### config.mk
export PLATFORM = sky130hd
export DESIGN_NAME = addr_decoder
export DESIGN_NICKNAME = d
export VERILOG_FILES = /design/src/design/soc_pkg.sv /design/src/design/addr_decoder.sv
export SDC_FILE = /design/constraint.sdc
export NUM_CORES = 1
export LEC_CHECK = 0
export ABC_AREA = 1
export BUFFER_PORTS_ARGS = -buffer_cell sky130_fd_sc_hd__buf_2
export CORE_MARGIN = 8
export CORE_UTILIZATION = 23
export DETAILED_ROUTE_END_ITERATION = 8
export MAX_ROUTING_LAYER = met4
export PLACE_DENSITY = 0.8
export SLEW_MARGIN = 5
export SYNTH_ARGS = -nofsm -noshare
export SYNTH_HDL_FRONTEND = slang
export SYNTH_SLANG_ARGS = --single-unit
### constraint.sdc
create_clock -name vclk -period 0.8
set_input_delay 0 -clock vclk [all_inputs]
set_output_delay 0 -clock vclk [all_outputs]
set_load 0.01 [all_outputs]
### src/design/soc_pkg.sv
package soc_pkg;

  // ------------------------------------------------------------------
  // Bus geometry
  // ------------------------------------------------------------------
  localparam int unsigned AddrWidth = 32;
  localparam int unsigned DataWidth = 32;
  localparam int unsigned BeWidth   = DataWidth / 8;

  // Byte address bits below the word index
  localparam int unsigned ByteOffsetWidth = $clog2(BeWidth);

  // ------------------------------------------------------------------
  // SRAM banks
  // ------------------------------------------------------------------
  localparam int unsigned NumSramBanks      = 2;
  localparam int unsigned SramBankNumWords  = 256;
  localparam int unsigned SramBankAddrWidth = $clog2(SramBankNumWords);
  localparam int unsigned BankIdxWidth      = (NumSramBanks > 1) ? $clog2(NumSramBanks) : 1;

  // 1 KiB per bank
  localparam int unsigned SramBankBytes = SramBankNumWords * BeWidth;

  localparam logic [AddrWidth-1:0] SramBaseAddr = 32'h1000_0000;
  localparam logic [AddrWidth-1:0] SramSize     = AddrWidth'(NumSramBanks * SramBankBytes);

  // ------------------------------------------------------------------
  // SoC control registers
  // ------------------------------------------------------------------
  localparam logic [AddrWidth-1:0] SocCtrlBaseAddr = 32'h0300_0000;

  // 4 KiB window
  localparam int unsigned SocCtrlOffsetWidth = 12;

  localparam logic [SocCtrlOffsetWidth-1:0] SocCtrlFetchEnOffset  = 12'h000;
  localparam logic [SocCtrlOffsetWidth-1:0] SocCtrlBootAddrOffset = 12'h004;
  localparam logic [SocCtrlOffsetWidth-1:0] SocCtrlSramDlyOffset  = 12'h008;

  // ------------------------------------------------------------------
  // Response
  // ------------------------------------------------------------------
  // Read data returned for unmapped space
  localparam logic [DataWidth-1:0] ErrRspData = 32'hBADC_AB1E;

  // Destination of a decoded request
  typedef enum logic [1:0] {
    TGT_SRAM,
    TGT_SOC_CTRL,
    TGT_ERROR
  } target_e;

endpackage

### src/design/addr_decoder.sv
module addr_decoder import soc_pkg::*; (
  input  logic                          req_i,
  input  logic                          we_i,
  input  logic [AddrWidth-1:0]          addr_i,
  input  logic [BeWidth-1:0]            be_i,
  input  logic [DataWidth-1:0]          wdata_i,

  output logic [NumSramBanks-1:0]       bank_req_o,
  output logic                          mem_we_o,
  output logic [BeWidth-1:0]            mem_be_o,
  output logic [DataWidth-1:0]          mem_wdata_o,
  output logic [SramBankAddrWidth-1:0]  mem_word_addr_o,

  output logic                          ctrl_req_o,
  output logic [SocCtrlOffsetWidth-1:0] ctrl_offset_o,

  output logic                          dec_valid_o,
  output target_e                       dec_target_o,
  output logic [BankIdxWidth-1:0]       dec_bank_o
);

  logic [AddrWidth-1:0] sram_offset;
  logic                 in_sram;
  logic                 in_ctrl;

  // ------------------------------------------------------------------
  // Address map
  // ------------------------------------------------------------------
  assign sram_offset = addr_i - SramBaseAddr;
  assign in_sram     = (addr_i >= SramBaseAddr) && (sram_offset < SramSize);
  assign in_ctrl     = addr_i[AddrWidth-1:SocCtrlOffsetWidth] ==
                       SocCtrlBaseAddr[AddrWidth-1:SocCtrlOffsetWidth];

  always_comb begin
    if (in_sram) begin
      dec_target_o = TGT_SRAM;
    end else if (in_ctrl) begin
      dec_target_o = TGT_SOC_CTRL;
    end else begin
      dec_target_o = TGT_ERROR;
    end
  end

  // Bank select sits just above the word index
  assign dec_bank_o  = sram_offset[ByteOffsetWidth+SramBankAddrWidth +: BankIdxWidth];
  assign dec_valid_o = req_i;

  // ------------------------------------------------------------------
  // Destination strobes
  // ------------------------------------------------------------------
  always_comb begin
    bank_req_o = '0;
    if (req_i && (dec_target_o == TGT_SRAM)) begin
      bank_req_o[dec_bank_o] = 1'b1;
    end
  end

  assign ctrl_req_o    = req_i && (dec_target_o == TGT_SOC_CTRL);
  assign ctrl_offset_o = addr_i[SocCtrlOffsetWidth-1:0];

  // Shared by all banks and the control block
  assign mem_word_addr_o = sram_offset[ByteOffsetWidth +: SramBankAddrWidth];
  assign mem_we_o        = we_i;
  assign mem_be_o        = be_i;
  assign mem_wdata_o     = wdata_i;

endmodule

==> results.tsv, run 1 <==
metric	value	unit
RSZ-0062 raised after global routing	true	
final worst path period share	1.00	
Power Density	350	nW/µm²
die footprint	4750	µm²
Setup CP Type	in2out	
initial cell density of the core	0.238	
Filler Cells Inserted	309	
via count	435	
vias in the first global route	397	
Final setup viols	1	
Total Power	196	µW
post-synth top area share	0.687	
area grow syn2layout	-13.2	%
commonest non-fill, non-tap cell in the layout	buf_2	
syn nets	178	
crit-path cells	buf_6 -> nor2_2 -> and2_4 -> nand3b_1 -> nor2_2 -> nor2_1 -> buf_2	
drt via density	3.85	
pre-CTS setup slack	-34.5	ps
status	finished, violations left	
fin crit period	800	ps
Slew HR	0.857	
largest net degree at the start of global routing	5	
Crit. End Element	output port	
buffers added on ports	32	
All-Layer GR Usage	0.0413	
placed cell count	113	
Die X	68.9	µm
Critical Path Start	addr_i[13]	
maximum vdd ir drop	0.000112	V
routability cong.	0.628	
cells after synthesis	108	
Pre-antenna DRT Iters	2	
std cell rows	19	
Crit path depth	7	
Critical Path Fanout Max	3	
Worst Slack Setup Final	-0.374	ps
Psw	80.3	µW
layout net count	154	
switching portion of total power	0.410	
hold_ws	0.00445	ps
Yosys warning count	0	
area of the multi-input gates	219	µm²
global-route wire length before repair	1580	µm
Synth area leader	buf_4	
leading cell types in the layout, fill and taps excluded	19 x buf_2, 13 x buf_6, 9 x inv_2	
Mapped Area	644	µm²
Core Box Area	2710	µm²
max_cap viols	0	
DPL Wire Length	1020	µm
worst path bufs/invs	2	
worst hold path class	in2out	
Slew Limit Fails	0	
Leakage	0.280	nW
CP Capture Point	dec_target_o[1]	
post-synthesis average cell area	5.97	µm²
Final Core Density	0.206	
dpl cell area	408	µm²
CP peak stage delay	150	ps
Die Ht	68.9	µm
measured slew at the worst slew-check pin	213	ps
Post-DRT Antenna Nets	0	
crit path DAT	800	ps
cts hold-fix bufs	0	
gr ovfl total	0	
startpoint types	input pin	
register area	0	µm²
initial antenna violation count	0	
failing checks	negative setup slack	
clock share of power	0	
Post-Route Setup TNS	-0.374	ps
critical path's top delay family	simple AND/OR/NAND/NOR gates	
library cells used by synthesis	11	
share of power burned in registers	0	
Seq/Total Area, Yosys	0	
drt initial violations	7	
ratio of cells with drive above 1 in the final layout	0.720	
clock buf count	0	
final wirelength	1290	µm
critical path's most frequent cell	nor2_2	
DRC violations left	0	
DR WL/cell	11.5	µm
Crit-path slowest cell	and2_4	
Area contributors post-synth	buf_4 69%, inv_1 8.2%, nor2_1 8.2%, nand2_1 7.6%, nor3_1 1.6%	
FF+latch count	0	
I/O pins	134	
n_diodes	0	
internal power	116	µW
Fin. Hold Viols	0	
Critical Path RT	800	ps
design area	559	µm²
Combinational Power Share	1.000	
Max Freq	1250	MHz
Finished Layout Cells	113	
## cells by family (layout without fill, tap and decap cells)
logic type      count (synthesis)  count (layout)  synth area share
buf+inv                        73              47             0.769
compound gates                  1               1           0.00776
simple gates                   34              34             0.223
## power groups by stage
stage          clock network [mW]  logic (mW)  registers, mW
2_1_floorplan                   0       0.340              0
3_3_place_gp                    0       0.118              0
3_5_place_dp                    0       0.121              0
4_1_cts                         0       0.153              0
5_1_grt                         0       0.214              0
6_report                        0       0.196              0
## worst min path at each step
stage / start / endpoint / slack, ps / cells past startpoint
after floorplan: addr_i[10] / bank_req_o[0] / 50 / 1
after global placement: be_i[0] / mem_be_o[0] / 0.07 / 0
after detailed placement: be_i[0] / mem_be_o[0] / 0.07 / 0
after CTS: be_i[0] / mem_be_o[0] / 0.07 / 0
after global routing: wdata_i[9] / mem_wdata_o[9] / 0.02 / 0
final: addr_i[0] / ctrl_offset_o[0] / 0.004 / 0
## cell type report
class | instances | share of cell area
repair buffers | 33 | 0.445
inverters | 14 | 0.0940
well taps | 31 | 0.0694
multi-input cells | 35 | 0.391
## cells in the mapped netlist
| library cell | count |
|---|---|
| and2_1 | 1 |
| buf_4 | 59 |
| inv_1 | 14 |
| nand2_1 | 13 |
| nand3_1 | 1 |
| nand3b_1 | 1 |
| nor2_1 | 14 |
| nor2_2 | 1 |
| nor3_1 | 2 |
| nor3b_1 | 1 |
| o21ai_0 | 1 |
## repair_timing
item,CTS,global route
buffers inserted,0,0
pin swaps,10,17
resized for setup,18,26
setup endpoints to repair,4,5
## routing by layer
layer | GRT usage | up-vias | share of wire
met3 | 0.0226 | 17 | 0.22
li1 | - | 205 | -
met1 | 0.0266 | 178 | 0.22
met4 | 0.0501 | 0 | 0.086
met2 | 0.0690 | 35 | 0.48
met5 | - | - | 0
No activity file was read; power rests on OpenSTA's default activity.
==> run 2: changes to the inputs <==
RECOVER_POWER = 100   (was not set)
TNS_END_PERCENT = 5   (was not set)
==> run 2 against run 1 <==
  * Hold slack hardly changed
  * Highest routed layer unchanged
  * Cell area shrank 13%
  * Flip-flop and latch count is the same
  * The run still ends with negative setup slack left
  * Critical path depth is 1 lower
  * Global-route usage decreased by 0.20 points
  * Sequential share of layout area unchanged
  * Fmax decreased by 0.44%
  * Largest power group unchanged
  * Core utilization decreased by 2.7 points
  * Via count fell by 0.92%
  * Worst setup slack worse by 3.5 ps
  * Combinational power is 19% lower
==> results.tsv, run 2 (synthesis gave the netlist of run 1 again) <==
metric	value	unit	change
final wirelength	1200	µm	was 1290 µm
drt initial violations	14		was 7
Slew Limit Fails	0		unchanged
Worst Hold Depth	0		unchanged
failing checks	negative setup slack		unchanged
Filler Cells Inserted	325		was 309
leading cell types in the layout, fill and taps excluded	22 x buf_2, 8 x nand2_1, 8 x nor2_1		was 19 x buf_2, 13 x buf_6, 9 x inv_2
Critical Path RT	800	ps	about the same
measured slew at the worst slew-check pin	206	ps	was 213 ps
critical path's top delay family	simple AND/OR/NAND/NOR gates		unchanged
placed cell count	113		unchanged
cts hold-fix bufs	0		unchanged
Leakage	0.253	nW	was 0.280 nW
Post-DRT Antenna Nets	0		unchanged
routability cong.	0.628		unchanged
Post-Route Setup TNS	-7.45	ps	was -0.374 ps
fin crit period	804	ps	was 800 ps
buffers added on ports	32		unchanged
Die Ht	68.9	µm	unchanged
global-route wire length before repair	1510	µm	was 1580 µm
ratio of cells with drive above 1 in the final layout	0.622		was 0.720
Total Power	158	µW	was 196 µW
worst path bufs/invs	2		unchanged
maximum vdd ir drop	0.000113	V	was 0.000112 V
RSZ-0062 raised after global routing	true		unchanged
Setup CP Type	in2out		unchanged
FF+latch count	0		unchanged
crit-path cells	buf_2 -> nor2_1 -> and2_4 -> nand3b_1 -> nor3b_2 -> buf_2		was buf_6 -> nor2_2 -> and2_4 -> nand3b_1 -> nor2_2 -> nor2_1 -> buf_2
Pre-antenna DRT Iters	2		unchanged
worst hold path class	in2out		unchanged
Crit path depth	6		was 7
clock buf count	0		unchanged
Power Density	324	nW/µm²	was 350 nW/µm²
Critical Path Fanout Max	3		unchanged
commonest non-fill, non-tap cell in the layout	buf_2		unchanged
design area	485	µm²	was 559 µm²
gr ovfl total	0		unchanged
area grow syn2layout	-24.7	%	was -13.2%
dpl cell area	408	µm²	unchanged
Crit-path slowest cell	nor3b_2		was and2_4
DRC violations left	0		unchanged
n_diodes	0		unchanged
drt via density	3.81		was 3.85
pre-CTS setup slack	-34.5	ps	unchanged
initial cell density of the core	0.238		unchanged
crit path DAT	800	ps	about the same
DR WL/cell	10.7	µm	was 11.5 µm
std cell rows	19		unchanged
All-Layer GR Usage	0.0393		was 0.0413
status	finished, violations left		unchanged
initial antenna violation count	0		unchanged
final worst path period share	1.00		about the same
via count	431		was 435
max_cap viols	0		unchanged
CP peak stage delay	170	ps	was 150 ps
register area	0	µm²	unchanged
layout net count	154		unchanged
Core Box Area	2710	µm²	unchanged
Die X	68.9	µm	unchanged
Fin. Hold Viols	0		unchanged
Finished Layout Cells	113		unchanged
Final setup viols	2		was 1
Slew HR	0.862		was 0.857
Max Freq	1240	MHz	was 1250 MHz
vias in the first global route	380		was 397
critical path's most frequent cell	buf_2		was nor2_2
Post-CTS Setup Inserts	0		unchanged
startpoint types	input pin		unchanged
Crit. End Element	output port		unchanged
die footprint	4750	µm²	unchanged
DPL Wire Length	1020	µm	unchanged
largest net degree at the start of global routing	5		unchanged
I/O pins	134		unchanged
Worst Slack Setup Final	-3.92	ps	was -0.374 ps
[run 2: changes by cell type in the layout (fill, tap and decap cells not counted)]
cell	before	now
buf_2	19	22
nor2_2	4	6
buf_6	13	6
inv_1	5	7
nor2_1	6	8
inv_2	9	7
clkbuf_1	0	4
nor2_4	5	1
[run 2: where the power goes]
part	internal [mW]	switching [mW]	total, mW
sequential	0	0	0
combinational	0.0875	0.0700	0.158
clock	0	0	0
[run 2: final timing paths]
path	start	to
worst min-delay path	addr_i[0]	ctrl_offset_o[0]
worst max-delay path	addr_i[17]	ctrl_req_o
[run 2: stage by stage]
stage	hold WS, ps	util
after CTS	0.0686	0.155
after global placement	0.0686	0.151
after detailed placement	0.0686	0.151
after floorplan	47.5	-
final	0.00445	0.179
after global routing	0.0151	0.179
[run 2: layer usage]
layer / share of wire / global-route usage
met1: 0.22 / 0.0266
met2: 0.45 / 0.0621
met3: 0.24 / 0.0226
met4: 0.092 / 0.0501
met5: 0 / -
[run 2: what timing repair did]
action                                  4_1_cts  5_1_grt
gates resized for setup                       4       26
endpoints found under the setup margin        4        5
pin swaps                                     3       14
[run 2: final cells by class]
| class | count | area, µm² | share of cell area |
|---|---|---|---|
| repair buffers | 33 | 200 | 0.412 |
| well taps | 31 | 38.8 | 0.0799 |
| inverters | 14 | 52.6 | 0.108 |
| multi-input cells | 35 | 194 | 0.399 |
