## src/design/soc_pkg.sv

```systemverilog
package soc_pkg;

  // ------------------------------------------------------------------
  // Bus geometry
  // ------------------------------------------------------------------
  localparam int unsigned AddrWidth = 32;
  localparam int unsigned DataWidth = 32;
  localparam int unsigned BeWidth   = DataWidth / 8;

  // Byte address bits below the word index
  localparam int unsigned ByteOffsetWidth = $clog2(BeWidth);

  // ------------------------------------------------------------------
  // SRAM banks
  // ------------------------------------------------------------------
  localparam int unsigned NumSramBanks      = 2;
  localparam int unsigned SramBankNumWords  = 256;
  localparam int unsigned SramBankAddrWidth = $clog2(SramBankNumWords);
  localparam int unsigned BankIdxWidth      = (NumSramBanks > 1) ? $clog2(NumSramBanks) : 1;

  // 1 KiB per bank
  localparam int unsigned SramBankBytes = SramBankNumWords * BeWidth;

  localparam logic [AddrWidth-1:0] SramBaseAddr = 32'h1000_0000;
  localparam logic [AddrWidth-1:0] SramSize     = AddrWidth'(NumSramBanks * SramBankBytes);

  // ------------------------------------------------------------------
  // SoC control registers
  // ------------------------------------------------------------------
  localparam logic [AddrWidth-1:0] SocCtrlBaseAddr = 32'h0300_0000;

  // 4 KiB window
  localparam int unsigned SocCtrlOffsetWidth = 12;

  localparam logic [SocCtrlOffsetWidth-1:0] SocCtrlFetchEnOffset  = 12'h000;
  localparam logic [SocCtrlOffsetWidth-1:0] SocCtrlBootAddrOffset = 12'h004;
  localparam logic [SocCtrlOffsetWidth-1:0] SocCtrlSramDlyOffset  = 12'h008;

  // ------------------------------------------------------------------
  // Response
  // ------------------------------------------------------------------
  // Read data returned for unmapped space
  localparam logic [DataWidth-1:0] ErrRspData = 32'hBADC_AB1E;

  // Destination of a decoded request
  typedef enum logic [1:0] {
    TGT_SRAM,
    TGT_SOC_CTRL,
    TGT_ERROR
  } target_e;

endpackage

```

## src/design/rsp_mux.sv

```systemverilog
module rsp_mux import soc_pkg::*; (
  input  logic                                  clk_i,
  input  logic                                  rst_n_i,
  input  logic [NumSramBanks-1:0][DataWidth-1:0] bank_rdata_i,
  input  logic [DataWidth-1:0]                  ctrl_rdata_i,
  input  logic                                  dec_valid_i,
  input  target_e                               dec_target_i,
  input  logic [BankIdxWidth-1:0]               dec_bank_i,
  input  logic                                  dec_we_i,

  output logic                                  rvalid_o,
  output logic [DataWidth-1:0]                  rdata_o,
  output logic                                  err_o
);

  logic                    valid_q;
  target_e                 target_q;
  logic [BankIdxWidth-1:0] bank_q;
  logic                    we_q;

  // ------------------------------------------------------------------
  // Routing of the request in flight
  // ------------------------------------------------------------------
  always_ff @(posedge clk_i) begin
    if (!rst_n_i) begin
      valid_q <= 1'b0;
    end else begin
      valid_q <= dec_valid_i;
    end
  end

  always_ff @(posedge clk_i) begin
    if (dec_valid_i) begin
      target_q <= dec_target_i;
      bank_q   <= dec_bank_i;
      we_q     <= dec_we_i;
    end
  end

  // ------------------------------------------------------------------
  // Response select
  // ------------------------------------------------------------------
  always_comb begin
    rdata_o = '0;
    err_o   = 1'b0;
    if (valid_q) begin
      case (target_q)
        TGT_ERROR: begin
          rdata_o = ErrRspData;
          err_o   = 1'b1;
        end
        TGT_SOC_CTRL: begin
          if (!we_q) rdata_o = ctrl_rdata_i;
        end
        default: begin
          if (!we_q) rdata_o = bank_rdata_i[bank_q];
        end
      endcase
    end
  end

  assign rvalid_o = valid_q;

endmodule

```

## config.mk

```make
export PLATFORM = sky130hd
export DESIGN_NAME = rsp_mux
export DESIGN_NICKNAME = d
export VERILOG_FILES = /design/src/design/soc_pkg.sv /design/src/design/rsp_mux.sv
export SDC_FILE = /design/constraint.sdc
export NUM_CORES = 1
export LEC_CHECK = 0
export ABC_AREA = 0
export BUFFER_PORTS_ARGS = -buffer_cell sky130_fd_sc_hd__buf_2
export CAP_MARGIN = 30
export CORE_MARGIN = 2
export CORE_UTILIZATION = 38
export CTS_BUF_LIST = sky130_fd_sc_hd__clkbuf_16
export CTS_CLUSTER_DIAMETER = 100
export DETAILED_ROUTE_END_ITERATION = 16
export MAX_ROUTING_LAYER = met4
export PLACE_DENSITY = 0.87
export SLEW_MARGIN = 20
export SYNTH_ARGS = -nofsm -noshare
export SYNTH_HDL_FRONTEND = slang
export SYNTH_SLANG_ARGS = --single-unit
```

## constraint.sdc

```tcl
create_clock -name clk_i -period 5.5 [get_ports clk_i]
set_clock_uncertainty 0.05 [all_clocks]
set_input_delay 1.1 -clock clk_i [delete_from_list [all_inputs] [get_ports clk_i]]
set_output_delay 1.1 -clock clk_i [all_outputs]
set_load 0.005 [all_outputs]
```

==> metrics.txt, run 1 <==
share of cells above drive strength 1 0.599; critical path endpoint category output pin; clock share of power 0.390; Ports 137; ys flop type edfxtp_1; CP max stage cell nor2b_1; Die ar. 3870 um^2; Vias/cell 5.11; final wirelength 4.23 mm; Static Leak 1.12 nW; Comb pwr share 0.439; critical path required time 4350 ps; first-pass GRT wire length 6.84 mm; Pre-antenna DRT Iters 4; cell row count 21; fraction of synthesized cell area in xor and xnor cells 0; DRC viols 0; clock buffer depth 2; RSZ-0062 raised after global routing no; # nets final 381; Synth top area share 0.148; TritonCTS clock tree yes; synth unique cells 27; Psw 0.0938 mW; Power, Total 0.303 mW; critical path peak fanout 18; final setup vio count 0; Synth Area in Adders 0.0292; diodes inserted 0; post_cts resized 0; drt first-iter violations 49; final period utilization 0.636; power density cells 155 nW/um^2; Peak VDD IR 0.164 mV; most frequent cell after synthesis nor2_1; CORE AREA 3280 um^2; largest family of logic cells by synthesized area simple AND/OR/NAND/NOR gates; die height 62.2 um; area leader, netlist mux2i_1; post-synthesis register bit count 5; Area growth syn-to-layout 51.5%; Seq/Total Area, Yosys 0.109; WP data arrival 2350 ps; Final Cell Area 1950 um^2; DP Cell Count 316; Rel. slew slack 0.474; Mapped Cells 149; H-tree depth 1; Setup TNS Final 0 ps; Crit path largest cell delay 710 ps; number of buffers added on ports 136; crit-path cells inv_1 -> ha_1 -> nor2b_1 -> a22oi_1 -> nor2_1 -> buf_2; shortest period the worst path allows 3500 ps; Hold Buf Count CTS 0; DP HPWL 3.32 mm; Post-Syn Nets 255; postcts setup bufs 0; Placed Area 1870 um^2; Post-synth EDFFs 4; Starting Density 0.392; Synth Area per Inst 8.63 um^2; status completed; compound-gate portion of the synthesized area 0.203; mux cell area share after synthesis 0.262; Pins Over Slew Limit 0; Pint 0.209 mW; GP Congestion 0.722; Vias 1,635; routed length per instance 13.2 um; startpoint types register; critical setup path kind register to output pin; synth cell count leaders 21 x nor2_1, 19 x mux2i_1, 19 x o31a_1; Clock Tree Root clkbuf_16; pin count of the biggest net entering global routing 23; Switching Fraction 0.310; initial antenna violation count 0; Post-Synth Simple-Gate Area 0.265; Die Wd 62.2 um; CTS clk-pin slew, worst paths 30 ps; CP top delay family simple AND/OR/NAND/NOR gates; total global routing track utilization 0.217; fillers 326; register share of total power 0.171; Synthesis Warnings 0; clk sinks 5; antenna-violating nets left 0; leading post-synthesis cells by cell area mux2i_1 15%, o31a_1 13%, mux2_1 11%; ys async rst share 0; final cell count without fillers 320; cts bufs inserted 3; worst-margin pin slew 785 ps; WP buf/inv 2; FMAX 0.286 GHz; max-cap viol count 0; grt total ovfl 0; vias in the first global route 1,602; Hold Path Class primary input to register; Mapped Area 1290 um^2; Fin. Hold Viols 0
-- layer usage --
layer | wire, um | GRT usage | vias to the layer above
met5 | 0 | - | -
met4 | 60 | 0.0528 | 0
met3 | 340 | 0.0362 | 10
met2 | 2180 | 0.435 | 95
met1 | 1660 | 0.216 | 729
li1 | - | - | 801
-- flip-flops by register name (all words and copies together) (netlist names) --
register and count:
we_q 1, target_q 2, bank_q 1, rvalid_o 1
-- stage by stage --
| stage | worst slack (ps) | hold slack (ps) | util |
|---|---|---|---|
| floorplan | 2780 | 1150 | - |
| finish | 2000 | 1000 | 0.593 |
| global placement | 2270 | 1230 | 0.569 |
| global route | 1820 | 996 | 0.593 |
| detailed placement | 2240 | 1230 | 0.569 |
| CTS | 2000 | 997 | 0.593 |
-- power groups by stage --
stage	Combinational [mW]	Sequential, mW	Clock (mW)
floorplan	0.0977	0.0467	0
global placement	0.131	0.0520	0
detailed placement	0.134	0.0523	0
CTS	0.134	0.0519	0.119
global route	0.148	0.0528	0.121
finish	0.133	0.0517	0.118
-- area by class of cell --
| type | count | area (um^2) | area share |
|---|---|---|---|
| tap | 46 | 57.6 | 0.0295 |
| sequential | 5 | 140 | 0.0719 |
| multi-input combinational | 126 | 976 | 0.501 |
| inverter | 2 | 7.51 | 0.00385 |
| timing repair buffer | 137 | 688 | 0.353 |
| clock inverter | 1 | 3.75 | 0.00193 |
| clock buffer | 3 | 75.1 | 0.0385 |
-- final timing paths --
kind	to	slack, ps	from	depth (start not counted)
setup / recovery	rdata_o[10]	2000	target_q[0]	6
hold / removal	target_q[1]	1000	dec_target_i[1]	1
-- placed cells by master, fill, tap and decap left out, drive strengths merged --
master,netlist,layout
buf,12,137
nand3b,1,1
nand2b,2,2
nor2b,2,2
inv,2,3
ha,3,3
clkbuf,2,3
and3,19,19
mux2i,19,19
o31a,19,19
edfxtp,4,4
a22oi,12,12
and2,2,2
nand2,1,1
a21oi,1,1
dfxtp,1,1
mux2,13,13
nor2,32,32
-- kinds of logic (layout without fill, tap and decap cells) --
group / after synthesis / count (layout)
DFF: 5 / 5
and+or+nand+nor: 59 / 59
buffers and inverters: 18 / 143
adders and majority gates: 3 / 3
AOI/OAI and AO/OA: 32 / 32
muxes: 32 / 32
(Power assumes the default switching activity.)
==> run 2, diff against run 1 <==
--- a/config.mk
+++ b/config.mk
@@ -5,16 +5,16 @@
 export SDC_FILE = /design/constraint.sdc
 export NUM_CORES = 1
 export LEC_CHECK = 0
-export ABC_AREA = 0
+export ABC_AREA = 1
 export BUFFER_PORTS_ARGS = -buffer_cell sky130_fd_sc_hd__buf_2
 export CAP_MARGIN = 30
 export CORE_MARGIN = 2
-export CORE_UTILIZATION = 38
+export CORE_UTILIZATION = 34
 export CTS_BUF_LIST = sky130_fd_sc_hd__clkbuf_16
 export CTS_CLUSTER_DIAMETER = 100
 export DETAILED_ROUTE_END_ITERATION = 16
 export MAX_ROUTING_LAYER = met4
-export PLACE_DENSITY = 0.87
+export PLACE_DENSITY = 0.79
 export SLEW_MARGIN = 20
 export SYNTH_ARGS = -nofsm -noshare
 export SYNTH_HDL_FRONTEND = slang
==> constraint.sdc (replaced) <==
create_clock -name clk_i -period 3.2 [get_ports clk_i]
set_clock_uncertainty 0.05 [all_clocks]
set_input_delay 0.64 -clock clk_i [delete_from_list [all_inputs] [get_ports clk_i]]
set_output_delay 0.64 -clock clk_i [all_outputs]
set_load 0.005 [all_outputs]
==> run 2 against run 1 <==
Against the previous run:
- sequential cell count unchanged
- first-iteration DRC count up 41%
- synthesized cell count up 83%
- sequential share of layout area down 0.53 points
- die area up 23%
- clock power up 69%
- cell count up 38%
- sequential power up 60%
- global-route usage down 2.5 points
- critical endpoint unchanged
- largest cell class unchanged
==> metrics.txt, run 2 <==
Ports 137; number of buffers added on ports 136; Mapped Area 1430 um^2; critical path required time 2510 ps; Pre-antenna DRT Iters 4; postcts setup bufs 0; Vias 2,065; cell row count 23; Pins Over Slew Limit 0; mux cell area share after synthesis 0; Hold Path Class primary input to register; Die Wd 68.8 um; Synth top area share 0.391; grt total ovfl 0; Rel. slew slack 0.531; commonest non-fill, non-tap cell in the layout nand2_1; post_cts resized 0; H-tree depth 1; Post-synth EDFFs 4; most frequent cells in the layout 149 x nand2_1, 136 x buf_2, 37 x a21oi_1; Synth Area per Inst 5.25 um^2; Mapped Cells 272; CTS clk-pin slew, worst paths 30 ps; CP max stage cell inv_2; leading post-synthesis cells by cell area nand2_1 39%, a21oi_1 13%, edfxtp_1 8.4%; Setup TNS Final 0 ps; Seq/Total Area, Yosys 0.0981; setup ws final 578 ps; Static Leak 1.24 nW; RSZ-0062 raised after global routing no; critical path peak fanout 45; startpoint types register; largest reg by FF count target_q; share of cells above drive strength 1 0.422; initial antenna violation count 0; CP top delay family buffers and inverters; most used cell, CP a21oi_1; final setup vio count 0; Fin. Hold Viols 0; most frequent cell after synthesis nand2_1; ys flop type edfxtp_1; area leader, netlist nand2_1; clock buffer depth 2; DP Worst Slack 813 ps; Peak VDD IR 0.385 mV; Area growth syn-to-layout 47.2%; Synthesis Warnings 0; compound-gate portion of the synthesized area 0.179; Synth Area in Adders 0.0263; total global routing track utilization 0.192; crit-path cells inv_1 -> ha_1 -> inv_2 -> a21oi_1 -> a21oi_1 -> buf_2; DP HPWL 3.57 mm; die height 68.8 um; worst-margin pin slew 702 ps; post-synthesis register bit count 5; DRC viols 0; # nets final 500; WP data arrival 1930 ps; max-cap viol count 0; vias in the first global route 1,737; TritonCTS clock tree yes; first-pass GRT wire length 6.97 mm; synth unique cells 18; largest family of logic cells by synthesized area simple AND/OR/NAND/NOR gates; Post-Syn Nets 378; WP buf/inv 3; fraction of synthesized cell area in xor and xnor cells 0; diodes inserted 0; critical path endpoint category output pin; antenna-violating nets left 0; synth cell count leaders 149 x nand2_1, 37 x a21oi_1, 19 x nor2_1; Vias/cell 4.66; power density cells 282 nW/um^2; FMAX 0.381 GHz; ys async rst share 0; cts bufs inserted 3; pin count of the biggest net entering global routing 46; clk sinks 5; Post-Synth Simple-Gate Area 0.555; Hold Buf Count CTS 0; Die ar. 4740 um^2; GP Congestion 0.815; final core occ 0.522; critical setup path kind register to output pin; status completed; Clock Tree Root clkbuf_16; final period utilization 0.819; shortest period the worst path allows 2620 ps; Crit path largest cell delay 540 ps; Starting Density 0.355; max reg flops 2; CORE AREA 4030 um^2; drt first-iter violations 69; routed length per instance 10.7 um; final wirelength 4.75 mm
-- run 2: cell types whose count changed after synthesis, moves of 8 or more --
| cell | delta |
|---|---|
| nand2_1 | +148 |
| a21oi_1 | +36 |
| mux2i_1 | -19 |
| o31a_1 | -19 |
| mux2_1 | -13 |
| a22oi_1 | -12 |
| and3_2 | -10 |
| nand3_2 | +10 |
| and3_1 | -9 |
| nand3_1 | +9 |
| nor2_2 | -9 |
| a21oi_2 | +8 |
-- run 2: cells by family after synthesis --
logic type               count (synthesis)
AO/OA/AOI/OAI                           45
adder cells (fa/ha/maj)                  3
flip-flops                               5
AND/OR/NAND/NOR                        189
buffers and inverters                   30
-- run 2: per-stage QoR --
step	hold slack, ps	instance area, um^2	total power, mW	instances
after floorplan	683	1430	0.300	272
after global placement	768	2020	0.389	439
after detailed placement	768	2020	0.394	439
after CTS	536	2100	0.598	443
after global routing	537	2100	0.646	443
final	537	2100	0.593	443
-- run 2: layout make-up --
class	instances	area (um^2)
Fill cell	425	1930
Sequential cell	5	140
Timing Repair Buffer	139	703
Clock inverter	1	3.75
Multi-Input combinational cell	237	1090
Clock buffer	3	75.1
Inverter	8	32.5
Tap cell	50	62.6
-- run 2: final timing paths --
path	from	end	slack (ps)	depth (start not counted)
setup / recovery	target_q[0]	rdata_o[10]	580	6
hold / removal	dec_bank_i	bank_q	540	1
-- run 2: layer usage --
layer,track usage,part of all wire,wire length (um),vias up
li1,-,-,-,1099
met1,0.214,0.42,1980,875
met2,0.358,0.50,2390,83
met3,0.0162,0.066,314,8
met4,0.0637,0.014,66,0
met5,-,0,0,-
-- run 2: report_power, final --
part	internal, mW	leakage, nW	switching [mW]	total [mW]
Combinational	0.130	1.15	0.180	0.310
Sequential	0.0762	0.0475	0.00647	0.0827
Clock	0.162	0.0423	0.0389	0.200
==> run 3, diff against run 2 <==
--- a/config.mk
+++ b/config.mk
@@ -9,12 +9,12 @@
 export BUFFER_PORTS_ARGS = -buffer_cell sky130_fd_sc_hd__buf_2
 export CAP_MARGIN = 30
 export CORE_MARGIN = 2
-export CORE_UTILIZATION = 34
+export CORE_UTILIZATION = 37
 export CTS_BUF_LIST = sky130_fd_sc_hd__clkbuf_16
 export CTS_CLUSTER_DIAMETER = 100
 export DETAILED_ROUTE_END_ITERATION = 16
 export MAX_ROUTING_LAYER = met4
-export PLACE_DENSITY = 0.79
+export PLACE_DENSITY = 0.81
 export SLEW_MARGIN = 20
 export SYNTH_ARGS = -nofsm -noshare
 export SYNTH_HDL_FRONTEND = slang
==> constraint.sdc (replaced) <==
create_clock -name clk_i -period 2.7 [get_ports clk_i]
set_clock_uncertainty 0.05 [all_clocks]
set_input_delay 0.54 -clock clk_i [delete_from_list [all_inputs] [get_ports clk_i]]
set_output_delay 0.54 -clock clk_i [all_outputs]
set_load 0.005 [all_outputs]
==> run 3 against run 2 <==
Against the previous run:
- via count up 0.24%
- non-clock buffer count up 2
- global-route usage up 2.3 points
- largest cell class unchanged
- design area up 0.59%
- clock power up 19%
- wire length up 0.21%
- first-iteration DRC count up 58%
- power up 20%
- critical path type unchanged
==> metrics.txt, run 3 (synthesis gave the netlist of run 2 again) <==
status completed; Die ar. 4380 um^2; drt first-iter violations 109; uppermost routed layer met4; Die Wd 66.1 um; pin count of the biggest net entering global routing 39; Ports 137; cts bufs inserted 3; grt total ovfl 0; post_cts resized 0; Register Area 140 um^2; final core occ 0.574; cell row count 22; Pre-antenna DRT Iters 4; diodes inserted 0; Clock Tree Root clkbuf_16; met3 wire len 319 um; multi-input combinational cell area 1090 um^2; final wirelength 4.76 mm; # nets final 502; Hold Buf Count CTS 0; FMAX 0.402 GHz; DRC viols 0; total global routing track utilization 0.215; GP Congestion 0.798; clock buffer depth 2; first-pass GRT wire length 7.49 mm; critical path required time 2110 ps; DP HPWL 3.59 mm; Pins Over Slew Limit 0; shortest period the worst path allows 2490 ps; final cell count without fillers 443; final period utilization 0.922; H-tree depth 1; DP Cell Count 439; critical setup path kind register to output pin; antenna-violating nets left 0; Rel. slew slack 0.561; Setup TNS Final 0 ps; Hold Path Class primary input to register; Static Leak 1.25 nW; clk sinks 5; routed length per instance 10.7 um; WP data arrival 1900 ps; fillers 411; Final Cell Area 2120 um^2; Met1 Wirelength 2.02 mm; vias in the first global route 1,780; CTS clk-pin slew, worst paths 30 ps; TritonCTS clock tree yes; largest reg by FF count target_q; max reg flops 2; die height 66.1 um; number of buffers added on ports 136; initial antenna violation count 0; Peak VDD IR 0.435 mV; CORE AREA 3690 um^2; hold slack 440 ps; Vias 2,070; Starting Density 0.387; Placed Area 2040 um^2; share of cells above drive strength 1 0.425; final setup vio count 0; startpoint types register; Vias/cell 4.67; most frequent cells in the layout 149 x nand2_1, 136 x buf_2, 37 x a21oi_1; postcts setup bufs 0; DR WL met2 2.40 mm; power density cells 336 nW/um^2; Fin. Hold Viols 0; RSZ-0062 raised after global routing no; commonest non-fill, non-tap cell in the layout nand2_1; critical path peak fanout 23; worst-margin pin slew 657 ps; critical path endpoint category output pin; Area growth syn-to-layout 48.1%; max-cap viol count 0
==> run 3: changes by cell type in the layout (fill, tap and decap cells not counted), sizes merged <==
cell and delta:
buf +2
==> run 3: worst paths after layout <==
| path | startpoint | depth (start not counted) | endpoint | slack, ps |
|---|---|---|---|---|
| setup / recovery | target_q[0] | 7 | rdata_o[19] | 210 |
| hold / removal | dec_target_i[0] | 1 | target_q[0] | 440 |
==> run 3: per-layer routing <==
metal  global-route usage  vias up
li1                     -     1103
met1                0.252      884
met2                0.393       81
met3               0.0221        2
met4               0.0510        0
met5                    -        -
==> run 3: metrics by stage <==
| stage | setup WS (ps) | power [mW] |
|---|---|---|
| 6_report | 212 | 0.711 |
| 5_1_grt | 79.5 | 0.777 |
| 4_1_cts | 226 | 0.712 |
| 3_5_place_dp | 478 | 0.470 |
| 3_3_place_gp | 526 | 0.465 |
| 2_1_floorplan | 859 | 0.356 |
==> run 3: cell type report <==
| cell class | count | share of cell area |
|---|---|---|
| tap | 48 | 0.0284 |
| clock buffer | 3 | 0.0355 |
| sequential | 5 | 0.0662 |
| inverter | 8 | 0.0154 |
| multi-input combinational | 237 | 0.513 |
| clock inverter | 1 | 0.00177 |
| timing repair buffer | 141 | 0.339 |
==> run 3: worst max-delay path, cell delays in order (launching register included) <==
cell      delay (ps)
edfxtp_1         370
inv_1             60
ha_1             340
inv_2            310
buf_4            270
a21oi_1           60
nor2_1           130
buf_2            120
==> run 3: power breakdown <==
part	total [mW]	internal (mW)	switching, mW
clock	0.239	0.192	0.0476
combinational	0.372	0.159	0.213
sequential	0.0995	0.0903	0.00922
total	0.711	0.441	0.270
