$ cat config.mk
export PLATFORM = sky130hd
export DESIGN_NAME = soc_ctrl_regs
export DESIGN_NICKNAME = d
export VERILOG_FILES = /design/src/design/soc_pkg.sv /design/src/design/soc_ctrl_regs.sv
export SDC_FILE = /design/constraint.sdc
export NUM_CORES = 1
export LEC_CHECK = 0
export BUFFER_PORTS_ARGS = -buffer_cell sky130_fd_sc_hd__buf_2
export CORE_MARGIN = 8
export CORE_UTILIZATION = 45
export DETAILED_ROUTE_END_ITERATION = 6
export PLACE_DENSITY = 0.8
export SYNTH_ARGS = -nofsm -noshare
export SYNTH_HDL_FRONTEND = slang
export SYNTH_SLANG_ARGS = --single-unit
$ cat constraint.sdc
create_clock -name clk_i -period 5.3 [get_ports clk_i]
set_input_delay 1.06 -clock clk_i [delete_from_list [all_inputs] [get_ports clk_i]]
set_output_delay 1.06 -clock clk_i [all_outputs]
set_load 0.01 [all_outputs]
$ cat src/design/soc_pkg.sv
package soc_pkg;

  // ------------------------------------------------------------------
  // Bus geometry
  // ------------------------------------------------------------------
  localparam int unsigned AddrWidth = 32;
  localparam int unsigned DataWidth = 32;
  localparam int unsigned BeWidth   = DataWidth / 8;

  // Byte address bits below the word index
  localparam int unsigned ByteOffsetWidth = $clog2(BeWidth);

  // ------------------------------------------------------------------
  // SRAM banks
  // ------------------------------------------------------------------
  localparam int unsigned NumSramBanks      = 2;
  localparam int unsigned SramBankNumWords  = 256;
  localparam int unsigned SramBankAddrWidth = $clog2(SramBankNumWords);
  localparam int unsigned BankIdxWidth      = (NumSramBanks > 1) ? $clog2(NumSramBanks) : 1;

  // 1 KiB per bank
  localparam int unsigned SramBankBytes = SramBankNumWords * BeWidth;

  localparam logic [AddrWidth-1:0] SramBaseAddr = 32'h1000_0000;
  localparam logic [AddrWidth-1:0] SramSize     = AddrWidth'(NumSramBanks * SramBankBytes);

  // ------------------------------------------------------------------
  // SoC control registers
  // ------------------------------------------------------------------
  localparam logic [AddrWidth-1:0] SocCtrlBaseAddr = 32'h0300_0000;

  // 4 KiB window
  localparam int unsigned SocCtrlOffsetWidth = 12;

  localparam logic [SocCtrlOffsetWidth-1:0] SocCtrlFetchEnOffset  = 12'h000;
  localparam logic [SocCtrlOffsetWidth-1:0] SocCtrlBootAddrOffset = 12'h004;
  localparam logic [SocCtrlOffsetWidth-1:0] SocCtrlSramDlyOffset  = 12'h008;

  // ------------------------------------------------------------------
  // Response
  // ------------------------------------------------------------------
  // Read data returned for unmapped space
  localparam logic [DataWidth-1:0] ErrRspData = 32'hBADC_AB1E;

  // Destination of a decoded request
  typedef enum logic [1:0] {
    TGT_SRAM,
    TGT_SOC_CTRL,
    TGT_ERROR
  } target_e;

endpackage

$ cat src/design/soc_ctrl_regs.sv
module soc_ctrl_regs import soc_pkg::*; (
  input  logic                          clk_i,
  input  logic                          rst_n_i,
  input  logic                          req_i,
  input  logic                          we_i,
  input  logic [BeWidth-1:0]            be_i,
  input  logic [SocCtrlOffsetWidth-1:0] offset_i,
  input  logic [DataWidth-1:0]          wdata_i,
  input  logic                          fetch_en_i,

  output logic [DataWidth-1:0]          rdata_o,
  output logic                          fetch_enable_o,
  output logic [AddrWidth-1:0]          boot_addr_o,
  output logic                          sram_impl_o
);

  logic                 fetchen_q;
  logic [AddrWidth-1:0] bootaddr_q;
  logic                 sram_dly_q;

  logic                 wr_fetchen;
  logic                 wr_bootaddr;
  logic                 wr_sram_dly;
  logic [DataWidth-1:0] rdata_d;

  // ------------------------------------------------------------------
  // Register writes
  // ------------------------------------------------------------------
  assign wr_fetchen  = req_i && we_i && (offset_i == SocCtrlFetchEnOffset);
  assign wr_bootaddr = req_i && we_i && (offset_i == SocCtrlBootAddrOffset);
  assign wr_sram_dly = req_i && we_i && (offset_i == SocCtrlSramDlyOffset);

  always_ff @(posedge clk_i) begin
    if (!rst_n_i) begin
      fetchen_q  <= 1'b0;
      bootaddr_q <= SramBaseAddr;
      sram_dly_q <= 1'b0;
    end else begin
      // Single-bit fields live in byte lane 0
      if (wr_fetchen && be_i[0]) begin
        fetchen_q <= wdata_i[0];
      end
      if (wr_bootaddr) begin
        for (int b = 0; b < BeWidth; b++) begin
          if (be_i[b]) begin
            bootaddr_q[b*8 +: 8] <= wdata_i[b*8 +: 8];
          end
        end
      end
      if (wr_sram_dly && be_i[0]) begin
        sram_dly_q <= wdata_i[0];
      end
    end
  end

  // ------------------------------------------------------------------
  // Register reads
  // ------------------------------------------------------------------
  always_comb begin
    case (offset_i)
      SocCtrlFetchEnOffset:  rdata_d = DataWidth'(fetchen_q);
      SocCtrlBootAddrOffset: rdata_d = DataWidth'(bootaddr_q);
      SocCtrlSramDlyOffset:  rdata_d = DataWidth'(sram_dly_q);
      default:               rdata_d = '0;
    endcase
  end

  always_ff @(posedge clk_i) begin
    if (req_i && !we_i) begin
      rdata_o <= rdata_d;
    end
  end

  // Pin can force fetch on regardless of software
  assign fetch_enable_o = fetchen_q | fetch_en_i;
  assign boot_addr_o    = bootaddr_q;
  assign sram_impl_o    = sram_dly_q;

endmodule

==> results of run 1 <==
-- worst max-delay path, delay by kind of cell --
kind,cells,cell delay (ns)
muxes,1,0.30
and+or+nand+nor,2,1.54
buffers and inverters,1,0.09
-- report_power, final --
part,internal (W),leakage (nW),total (W),switching [W]
registers,0.000541,0.576,0.000543,0.00000197
logic,0.0000247,0.851,0.0000586,0.0000339
clock network,0.000229,0.103,0.000411,0.000182
-- logic make-up after synthesis --
| logic type | after synthesis |
|---|---|
| and+or+nand+nor | 117 |
| muxes | 35 |
| DFF | 66 |
| AOI/OAI and AO/OA | 1 |
| buffers and inverters | 13 |
-- flip-flops by register name, summed over array words and instances (netlist names) --
name / cells
rdata_o: 32
boot_addr_o: 32
sram_impl_o: 1
fetchen_q: 1
-- worst min-delay path by stage --
stage	from	slack, ns	to	cells past startpoint
final	boot_addr_o[9]	0.46	boot_addr_o[9]	2
after global placement	boot_addr_o[31]	0.45	boot_addr_o[31]	2
after floorplan	fetchen_q	0.44	fetchen_q	2
after global routing	boot_addr_o[9]	0.48	boot_addr_o[9]	2
after detailed placement	boot_addr_o[11]	0.45	boot_addr_o[11]	2
after CTS	boot_addr_o[8]	0.47	boot_addr_o[8]	2
-- cell type report --
type / instances / area (sq um)
Fill cell: 480 / 2310
Tap cell: 75 / 93.8
Sequential cell: 66 / 1640
Clock buffer: 11 / 141
Clock inverter: 5 / 53.8
Multi-Input combinational cell: 153 / 1010
Timing Repair Buffer: 119 / 598
-- per-stage QoR --
| stage | hold WS, ns | utilization, % | cell area, sq um |
|---|---|---|---|
| after floorplan | 0.442 | - | 2700 |
| after global placement | 0.448 | 57.1 | 3340 |
| after detailed placement | 0.454 | 57.1 | 3340 |
| after CTS | 0.470 | 60.4 | 3540 |
| after global routing | 0.483 | 60.4 | 3540 |
| final | 0.464 | 60.4 | 3540 |
-- synth_stat cells --
cell      number  area share, %
a22o_1         1           0.33
and2_1        31            7.2
buf_1          2           0.28
buf_2          2           0.37
buf_6          1           0.42
clkbuf_1       8            1.1
dfxtp_1       34             25
edfxtp_1      32             36
mux2i_1       35             13
nand2_1       64            8.9
nand3_1        4           0.74
nor2_1         1           0.14
nor2b_1        3           0.70
nor3_1         1           0.19
nor4_1         3           0.70
nor4_4         4            3.2
or2_2          1           0.23
or4_1          2           0.56
or4_2          1           0.33
or4b_1         1           0.37
or4b_2         1           0.37
-- metal layers --
layer / up-vias / routed length (um) / part of all wire [%]
met3: 4 / 523 / 8.1
met5: - / 0 / 0
li1: 1023 / - / -
met4: 0 / 48 / 0.74
met2: 82 / 3120 / 48
met1: 933 / 2770 / 43
==> results by stage, run 1 <==
Outcome:
- The run finished with clean final reports.

Setup path:
- The data arrival time of the worst path is 2.99 ns.
- The critical-path maximum fanout is 8.
- Walking the worst path, the cells encountered are buf_2 -> or4_1 -> nor4_4 -> mux2i_1.
- The capture point of the critical path is boot_addr_o[29].
- The worst setup path is captured at a flip-flop.
- The slack of the worst reg-to-reg path is 4.34 ns.
- In this design, the stage delay of the slowest critical-path cell is 0.77 ns.
- The required time reported for the critical path endpoint is 5.55 ns.
- The slowest cell on the critical path is or4_1.
- Tracing the worst setup path back leads to its startpoint at offset_i[9].
- The endpoint of the worst register-to-register path is rdata_o[0].
- The worst reg-to-reg path cell count is 3.
- The nature of the critical path startpoint is an input port.
- The critical path is of the input port to flip-flop type.
- The beginning of the worst register-to-register path is fetchen_q.

Synthesis:
- After synthesis, the netlist uses 21 different library cells.
- The complex-gate fraction of the synthesized area is 0.325%.
- For this run, the register share of the synthesized area comes to approximately three fifths.
- The synthesized net count is 285.
- Each instance of the synthesized netlist takes up on average 11.6 sq um.
- The share of synthesized cell area in and, or, nand and nor gates is 23.6%.
- Of the total synthesized cell area, the portion taken by full adders, half adders and majority gates is 0%.
- The area of the mapped netlist is 2700 sq um.
- The parity-gate share of the synthesized area counting xor and xnor cells is 0%.
- Counting flops and latches in the post-synthesis netlist gives 66.
- By area, the combinational part of the netlist is dominated by simple AND/OR/NAND/NOR gates.
- The gate count after technology mapping is ~230.
- Multiplexer cells account for 13.0% of the synthesized area.
- During synthesis, Yosys emitted a total of 0 warnings.

Power:
- The total power after layout is 0.00101 W.
- Across the VDD grid, the largest voltage drop is 0.000131 V.
- The power density normalized to cell area is roughly 290 nW/um^2.
- The leakage power total is around 1.5 nW.

Worst hold path:
- In this run the worst hold path is classified as flip-flop to flip-flop.

Timing:
- The clock period could shrink to 2.74 ns.
- The pin slew with the least headroom to its limit is 1.05 ns.
- Setup repair after global routing left no endpoint under its margin.
- Headroom to the max-slew limit came out at 30.1%.
- The hold violation count in the final report is 0.
- After layout, the worst setup slack is approximately 2.6 ns.
- Setup violations remaining at the end of the flow were counted as 0.
- The clock arrives with 0.00816 ns of skew.
- The maximum frequency from static timing analysis is 0.365 GHz.
- The final-layout setup total negative slack is 0 ns.
- The max-slew violation total from the final report was 0.
- The share of the cycle needed by the critical path after routing is 51.7%.

Floorplanning:
- The total die area is 8720 sq um.
- Row generation in the floorplan step produced 28 rows.
- Pin placement for this block handled 119 I/O pins.
- The area inside the core boundary is roughly 6000 sq um.
- The die width is roughly 93 um.
- From bottom edge to top edge, the die measures 93.4 um.
- The starting density of the core is a little under half.

Clock network:
- The number of levels in the clock H-tree is 3.
- The total setup buffers inserted after CTS is 0.
- CTS placed an instance of clkbuf_8 at the clock tree root.
- The clock buffer count from CTS is 9.
- The TritonCTS clock tree is done.
- Once the clock tree was built, the resizer swapped 0 gates to a different size.
- The maximum buffer depth of the clock tree is 2.
- Hold repair after CTS inserted 0 buffers.
- The tree built by TritonCTS fans out to 66 sinks.
- The worst-skew pair later-pin latency is 0.33 ns.
- The CTS clock-pin slew for the worst setup and hold paths is 0.07 ns.

Routing:
- After detailed routing, the number of vias per cell comes to ~4.8.
- In the final routed layout, each cell accounts on average for 15.1 um.
- The post-route antenna net violation count is 0.
- The length of the first detailed-routing pass in iterations is 4.
- The remaining routing DRC violations is 0.
- The total number of vias is slightly above 2,000.
- After detailed routing, the total wire length is around 6.5 mm.
- For this block, the initial DRC count from the detailed router was 75.

Final layout:
- In the layout the commonest cells are 118 x buf_2, 64 x nand2_1, 35 x mux2i_1, 34 x dfxtp_1, 32 x edfxtp_1.
- The count of non-filler cells in the finished layout is 429.
- The total number of nets in the final design is 402.
- The most frequent standard cell in the layout excluding fill and tap cells is buf_2.
- The number of diodes added for antenna fixing is 0.
- Relative to the synthesized area, the layout overhead comes to 31.2%.
- The ratio of cells with drive above 1 in the final layout is 40.4%.

Global routing:
- The number of antenna violations at the first check in global routing is 0.
- Global routing used 17.2% of the available met1 tracks.
- Summed over all layers, the global routing overflow is 0.
- The number of global-route vias before repair is 2,157.
- The global routing met2 resource utilization is between 20% and 30%.
- The first global-routing pass estimated 10.3 mm of wire.
- Global routing used 15.2% of the available tracks across all layers.
- Entering global routing, the biggest net connects 67 pins.
- met2 is the most crowded layer.
- Global routing used 5.45% of the available met3 tracks.

Place:
- The number of placed instances with taps included is 413.
- Routability-driven placement finished with a final weighted congestion of 0.706.
- Input and output buffers added on the ports amount to roughly 120.
- The detailed-placement wirelength estimate is around 4.7 mm.
- Prior to clock tree synthesis, the placed netlist has a worst setup slack of 2.22 ns.

Run:
- The count of maximum capacitance violations is 0.
Note: power is estimated with default switching activity, not from simulation.
==> run 2, diff against run 1 <==
==> constraint.sdc (replaced) <==
create_clock -name clk_i -period 2.9 [get_ports clk_i]
set_input_delay 0.58 -clock clk_i [delete_from_list [all_inputs] [get_ports clk_i]]
set_output_delay 0.58 -clock clk_i [all_outputs]
set_load 0.01 [all_outputs]
==> results by stage, run 2 (synthesis gave the netlist of run 1 again) <==
Routing:
- The initial detailed-routing violation count came to 56 (-25%).
- The post-route antenna net violation count is 0 (unchanged).
- The routed wirelength normalized by instance count came to 15.2 um (+0.80%).
- The mean number of vias per cell was 4.75 (-0.11%).
- The length of the first detailed-routing pass in iterations is 4 (unchanged).
- The final wirelength is 6.62 mm (+2.4%).
- The remaining routing DRC violations is 0 (unchanged).
- The total number of vias is 2,073 (+1.5%).

Global routing:
- The global route total overflow came to 0 (unchanged).
- The global routing met2 resource utilization is 24.3% (-0.65 points).
- The pin count of the biggest net entering global routing came to 44 (-34%).
- The total routing resource utilization after global routing came to 15.3% (+0.11 points).
- The most utilized layer in the global route result is met2.
- The met1 track utilization from global routing is 18.0% (+0.76 points).
- The first-pass GRT wire length is 10.5 mm (+1.4%).
- The met3 usage in global routing is 5.13% (-0.32 points).
- The number of global-route vias before repair is 2,193 (+1.7%).
- The number of antenna violations at the first check in global routing is 0 (unchanged).

Clock network:
- TritonCTS built the clock tree.
- The quantity of gates resized following cts was 0 (unchanged).
- The maximum buffer depth of the clock tree is 2 (unchanged).
- The clock root buffer master is clkbuf_8.
- The CTS clock-pin slew for the worst setup and hold paths came to 0.07 ns (about the same).
- The clock sink count is 66 (unchanged).
- The total setup buffers inserted after CTS is 0 (unchanged).
- The worst-skew pair later-pin latency is 0.33 ns (about the same).
- The clock buffer count from CTS is 9 (unchanged).
- The number of levels in the clock H-tree is 3 (unchanged).
- The number of hold-repair buffers added at the cts stage was 0 (unchanged).

Power:
- The combinational group share of total power is 5.7% (about the same).
- The internal power consumption is 0.00154 W (+93%).
- The worst vdd rail ir drop came to 0.000251 V (+91%).
- The leakage power total is 1.57 nW (+2.7%).
- The fraction of power spent switching nets is 21.0% (-0.51 points).
- The total power after layout is 0.00195 W (+92%).
- The switching power total is 0.000409 W (+88%).
- The fraction of power consumed by the clock network is 43.3% (+2.7 points).
- The power density normalized to cell area is 539 nW/um^2 (+88%).
- The sequential fraction of design power is 51.0% (-2.6 points).

Final layout:
- The ratio of cells with drive above 1 in the final layout is 41.3% (+0.88 points).
- The number of diodes added for antenna fixing was 0 (unchanged).
- The library cells used most frequently in the layout, excluding fill and tap cells, are 118 x buf_2, 64 x nand2_1, 35 x mux2i_1, 34 x dfxtp_1, 32 x edfxtp_1.
- The final standard cell utilization of the core is 61.7% (+1.3 points).
- The total number of nets in the final design is 409 (+1.7%).
- The total of fill cells in the finished design is 487 (+1.5%).
- The most frequent standard cell in the layout excluding fill and tap cells is buf_2.
- The synthesis-to-finish area growth is 34.0%.

Floorplanning:
- The I/O pin count is 119 (unchanged).
- The area inside the core boundary is 5850 sq um (unchanged).
- The starting density of the core is 46.1% (unchanged).
- The die width came to 93.4 um (unchanged).
- The total die area is 8720 sq um (unchanged).
- The chip height is 93.4 um (unchanged).
- The number of standard-cell rows in the floorplan is 28 (unchanged).

Timing:
- The tightest hold margin is 0.469 ns (+0.00549 ns).
- The worst setup slack after layout is 0.920 ns (-1.64 ns).
- The number of setup violations in the final report is 0 (unchanged).
- For this run, the top clock speed supported by timing is 0.505 GHz.
- The share of the cycle needed by the critical path after routing is 68.3%.
- The hold violation count in the final report is 0 (unchanged).
- The max-slew violation total from the final report is 0 (unchanged).
- The remaining max-slew budget at the tightest pin was 48.8% (+19 points).
- Setup repair after global routing left no endpoint under its margin.
- The final-layout setup total negative slack is 0 ns (unchanged).
- The clock period minus final worst setup slack is 1.98 ns.
- The clock skew after layout is 0.00472 ns (-0.00344 ns).
- The pin slew with the least headroom to its limit is 0.768 ns (-0.280 ns).

Run:
- The count of maximum capacitance violations is 0 (unchanged).

Setup path:
- The setup path with the least slack is of type input port to flip-flop.
- In this run the critical register-to-register path is launched from sram_impl_o.
- The worst stage delay on the critical path is 0.77 ns (about the same).
- The critical path goes through buf_2 -> or4_1 -> nor4_4 -> buf_4 -> mux2i_1.
- The data arrival time of the worst path is 2.24 ns (-0.75 ns).
- The element type at the critical path end is a flip-flop.
- The critical-path maximum fanout is 8 (unchanged).
- The slack of the worst reg-to-reg path is 1.89 ns (-2.45 ns).
- The slowest cell on the critical path is or4_1.
- The required time reported for the critical path endpoint is 3.16 ns (-2.39 ns).
- The endpoint identified for the worst register-to-register timing path is rdata_o[0].
- The nature of the critical path startpoint is an input port.
- The start point of the critical path is offset_i[9].
- The capture point of the critical path is boot_addr_o[28].
- The worst reg-to-reg path cell count was 3 (unchanged).

Place:
- The global placement routability congestion is 0.691 (-2.1%).
- The detailed-placement wirelength estimate is 4.89 mm (+3.1%).
- The worst setup timing slack at the placement stage is 0.546 ns (-1.68 ns).
- The number of buffers added on ports is 118 (unchanged).

Outcome:
- The run finished with clean final reports.

Worst hold path:
- In this run the worst hold path is classified as flip-flop to flip-flop.
==> run 2: through the flow <==
step / area (sq um) / instances
floorplan: 2700 / 232
global placement: 3390 / 420
detailed placement: 3390 / 420
CTS: 3610 / 436
global route: 3610 / 436
finish: 3610 / 436
==> run 2: critical path: cells and delay by family <==
family,cells,cell delay [ns]
AND/OR/NAND/NOR,2,1.11
multiplexers,1,0.21
buffers and inverters,2,0.33
==> run 2: area by class of cell <==
class                   count  area (sq um)  area share [%]
multi-input cells         153          1010            27.9
well taps                  75          93.8            2.60
repair buffers            126           651            18.0
clock buffers              10           138            3.81
flip-flops and latches     66          1640            45.5
clock inverters             6          80.1            2.22
==> run 2: power groups by stage <==
stage / registers (W) / clock network, W / logic, W
after floorplan: 0.00102 / 0 / 0.0000393
after global placement: 0.00101 / 0 / 0.000110
after detailed placement: 0.00101 / 0 / 0.000113
after CTS: 0.000992 / 0.000858 / 0.000114
after global routing: 0.000992 / 0.000903 / 0.000123
final: 0.000992 / 0.000842 / 0.000112
==> run 2: how the worst min path moves through the flow <==
stage	start	to	slack [ns]	cells after the start
after floorplan	fetchen_q	fetchen_q	0.44	2
after global placement	boot_addr_o[4]	boot_addr_o[4]	0.45	2
after detailed placement	boot_addr_o[1]	boot_addr_o[1]	0.46	2
after CTS	wdata_i[8]	boot_addr_o[8]	0.46	3
after global routing	wdata_i[24]	boot_addr_o[24]	0.48	3
final	boot_addr_o[12]	boot_addr_o[12]	0.47	2
==> run 2: per-layer routing <==
| metal | up-vias | part of all wire, % |
|---|---|---|
| met3 | 9 | 8.2 |
| met1 | 948 | 43 |
| met5 | - | 0 |
| met4 | 0 | 1.7 |
| met2 | 79 | 47 |
| li1 | 1037 | - |
==> run 3, diff against run 2 <==
==> constraint.sdc (replaced) <==
create_clock -name clk_i -period 2 [get_ports clk_i]
set_input_delay 0.4 -clock clk_i [delete_from_list [all_inputs] [get_ports clk_i]]
set_output_delay 0.4 -clock clk_i [all_outputs]
set_load 0.01 [all_outputs]
==> results by stage, run 3 (synthesis gave the netlist of run 1 again) <==
Final layout:
- The total of fill cells in the finished design is 494 (+1.4%).
- The number of diodes added for antenna fixing was 0 (unchanged).
- The total number of nets in the final design is 412 (+0.73%).
- The sequential cell area is 1640 sq um (unchanged).
- Leaving out fill and tap cells, the most frequent cell in the layout is buf_2.
- The synthesis-to-finish area growth is 37.6%.
- The ratio of cells with drive above 1 in the final layout is 41.8% (+0.48 points).
- The area of combinational cells with multiple inputs is 1010 sq um (unchanged).
- Leaving out fill and tap cells, the most frequent cells in the layout are 118 x buf_2, 64 x nand2_1, 35 x mux2i_1, 34 x dfxtp_1, 32 x edfxtp_1.
- The final instance area was 3710 sq um (+2.7%).

Power:
- The combinational group share of total power is 5.9% (+0.2 points).
- The sequential fraction of design power came to 51.5% (+0.5 points).
- The switching power total is 0.000589 W (+44%).
- The power density normalized to cell area is 754 nW/um^2 (+40%).
- The fraction of power spent switching nets is 21.1% (+0.033 points).
- The internal power consumption is 0.00220 W (+44%).
- The worst vdd rail ir drop was 0.000486 V (+94%).
- The total power after layout is 0.00279 W (+44%).
- The leakage power total is 1.60 nW (+1.8%).
- The fraction of power consumed by the clock network is 42.6% (-0.7 points).

Clock network:
- The worst-skew pair later-pin latency came to 0.32 ns (about the same).
- The number of levels in the clock H-tree was 3 (unchanged).
- The total setup buffers inserted after CTS was 0 (unchanged).
- The number of hold-repair buffers added at the cts stage came to 0 (unchanged).
- The CTS clock-pin slew for the worst setup and hold paths is 0.08 ns (about the same).
- The maximum buffer depth of the clock tree was 2 (unchanged).
- The cell sitting at the root of the clock tree is a clkbuf_8.
- The TritonCTS clock tree is done.
- The clock sink count was 66 (unchanged).
- The clock buffer count from CTS is 9 (unchanged).
- The quantity of gates resized following cts is 0 (unchanged).

Floorplanning:
- The starting density of the core came to 46.1% (unchanged).
- The area inside the core boundary is 5850 sq um (unchanged).
- The total die area is 8720 sq um (unchanged).
- The chip height is 93.4 um (unchanged).
- The die width is 93.4 um (unchanged).
- The number of standard-cell rows in the floorplan came to 28 (unchanged).
- The I/O pin count is 119 (unchanged).

Routing:
- The length of the first detailed-routing pass in iterations came to 4 (unchanged).
- The post-route antenna net violation count came to 0 (unchanged).
- The final wirelength is 6.39 mm (-3.5%).
- The routed wirelength normalized by instance count is 14.5 um (-4.2%).
- The mean number of vias per cell is 4.72 (-0.73%).
- The total number of vias is 2,072 (-0.048%).
- The remaining routing DRC violations was 0 (unchanged).
- The initial detailed-routing violation count is 63 (+13%).

Run:
- The count of maximum capacitance violations is 0 (unchanged).

Timing:
- The pin slew with the least headroom to its limit was 0.419 ns (-0.349 ns).
- The number of setup violations in the final report is 0 (unchanged).
- The max-slew violation total from the final report came to 0 (unchanged).
- Derived from the worst setup path, the maximum achievable clock frequency is 0.597 GHz.
- Setup repair after global routing left no endpoint under its margin.
- The remaining max-slew budget at the tightest pin was 72.1% (+23 points).
- Subtracting the final worst setup slack from the clock period gives roughly 1.7 ns.
- The hold violation count in the final report was 0 (unchanged).
- The final critical path takes up 83.7% of the cycle.
- The clock skew after layout is 0.00867 ns (+0.00395 ns).

Global routing:
- The number of global-route vias before repair is 2,218 (+1.1%).
- The pin count of the biggest net entering global routing is 67 (+52%).
- The total routing resource utilization after global routing is 14.8% (-0.42 points).
- The number of antenna violations at the first check in global routing was 0 (unchanged).
- The first-pass GRT wire length was 10.4 mm (-0.86%).
- The global route total overflow was 0 (unchanged).

Outcome:
- The run finished with clean final reports.

Place:
- The cell area reported after detailed placement is 3490 sq um (+2.9%).
- The number of buffers added on ports is 118 (unchanged).
- The global placement routability congestion is 0.708 (+2.4%).
- The detailed-placement wirelength estimate is 4.78 mm (-2.3%).

Setup path:
- The critical-path maximum fanout came to 8 (unchanged).
- The worst setup path is launched from an input port.
- STA classifies the critical path endpoint as a flip-flop.
- The type of the setup path with the least slack is input port to flip-flop.
- The required time reported for the critical path endpoint came to 2.24 ns (-0.92 ns).
- The data arrival time of the worst path came to 1.92 ns (-0.32 ns).

Worst hold path:
- The worst hold-check path type is input port to flip-flop.
run 3: layer usage:
metal | GRT usage (%) | up-vias | wire length [um]
li1 | - | 1049 | -
met1 | 16.9 | 941 | 2690
met2 | 25.3 | 75 | 3110
met3 | 4.49 | 7 | 522
met4 | 5.91 | 0 | 57
met5 | 0 | - | 0
run 3: cell type report:
class                           count  share of cell area [%]
Timing Repair Buffer              129                    20.2
Tap cell                           75                    2.53
Clock buffer                        9                    3.34
Clock inverter                      7                    2.50
Multi-Input combinational cell    153                    27.2
Sequential cell                    66                    44.3
run 3: critical path, stage by stage:
cell     delay (ns)
buf_2          0.11
or4b_1         0.51
buf_4          0.19
nor4_4         0.34
buf_12         0.17
mux2i_1        0.19
run 3: final timing paths:
path / startpoint / end / slack [ns] / cells after the start
worst max-delay path: offset_i[1] / boot_addr_o[24] / 0.33 / 6
worst min register to register: boot_addr_o[9] / boot_addr_o[9] / 0.47 / 2
worst min-delay path: wdata_i[25] / boot_addr_o[25] / 0.31 / 3
worst max register to register: sram_impl_o / rdata_o[0] / 0.99 / 3
run 3: stage by stage:
step	TNS (ns)	hold slack, ns	utilization (%)	instances	setup slack, ns
2_1_floorplan	0	0.442	-	232	0.0357
3_3_place_gp	0	0.450	59.7	423	0.0252
3_5_place_dp	-0.0622	0.459	59.7	423	-0.0290
4_1_cts	0	0.307	63.4	439	0.322
5_1_grt	0	0.310	63.4	439	0.225
6_report	0	0.314	63.4	439	0.325
run 3: power by group through the flow:
stage          registers [W]  clock network, W  logic (W)
6_report             0.00144           0.00119   0.000165
5_1_grt              0.00144           0.00128   0.000182
4_1_cts              0.00144           0.00121   0.000167
3_5_place_dp         0.00147                 0   0.000167
3_3_place_gp         0.00147                 0   0.000164
2_1_floorplan        0.00148                 0  0.0000573
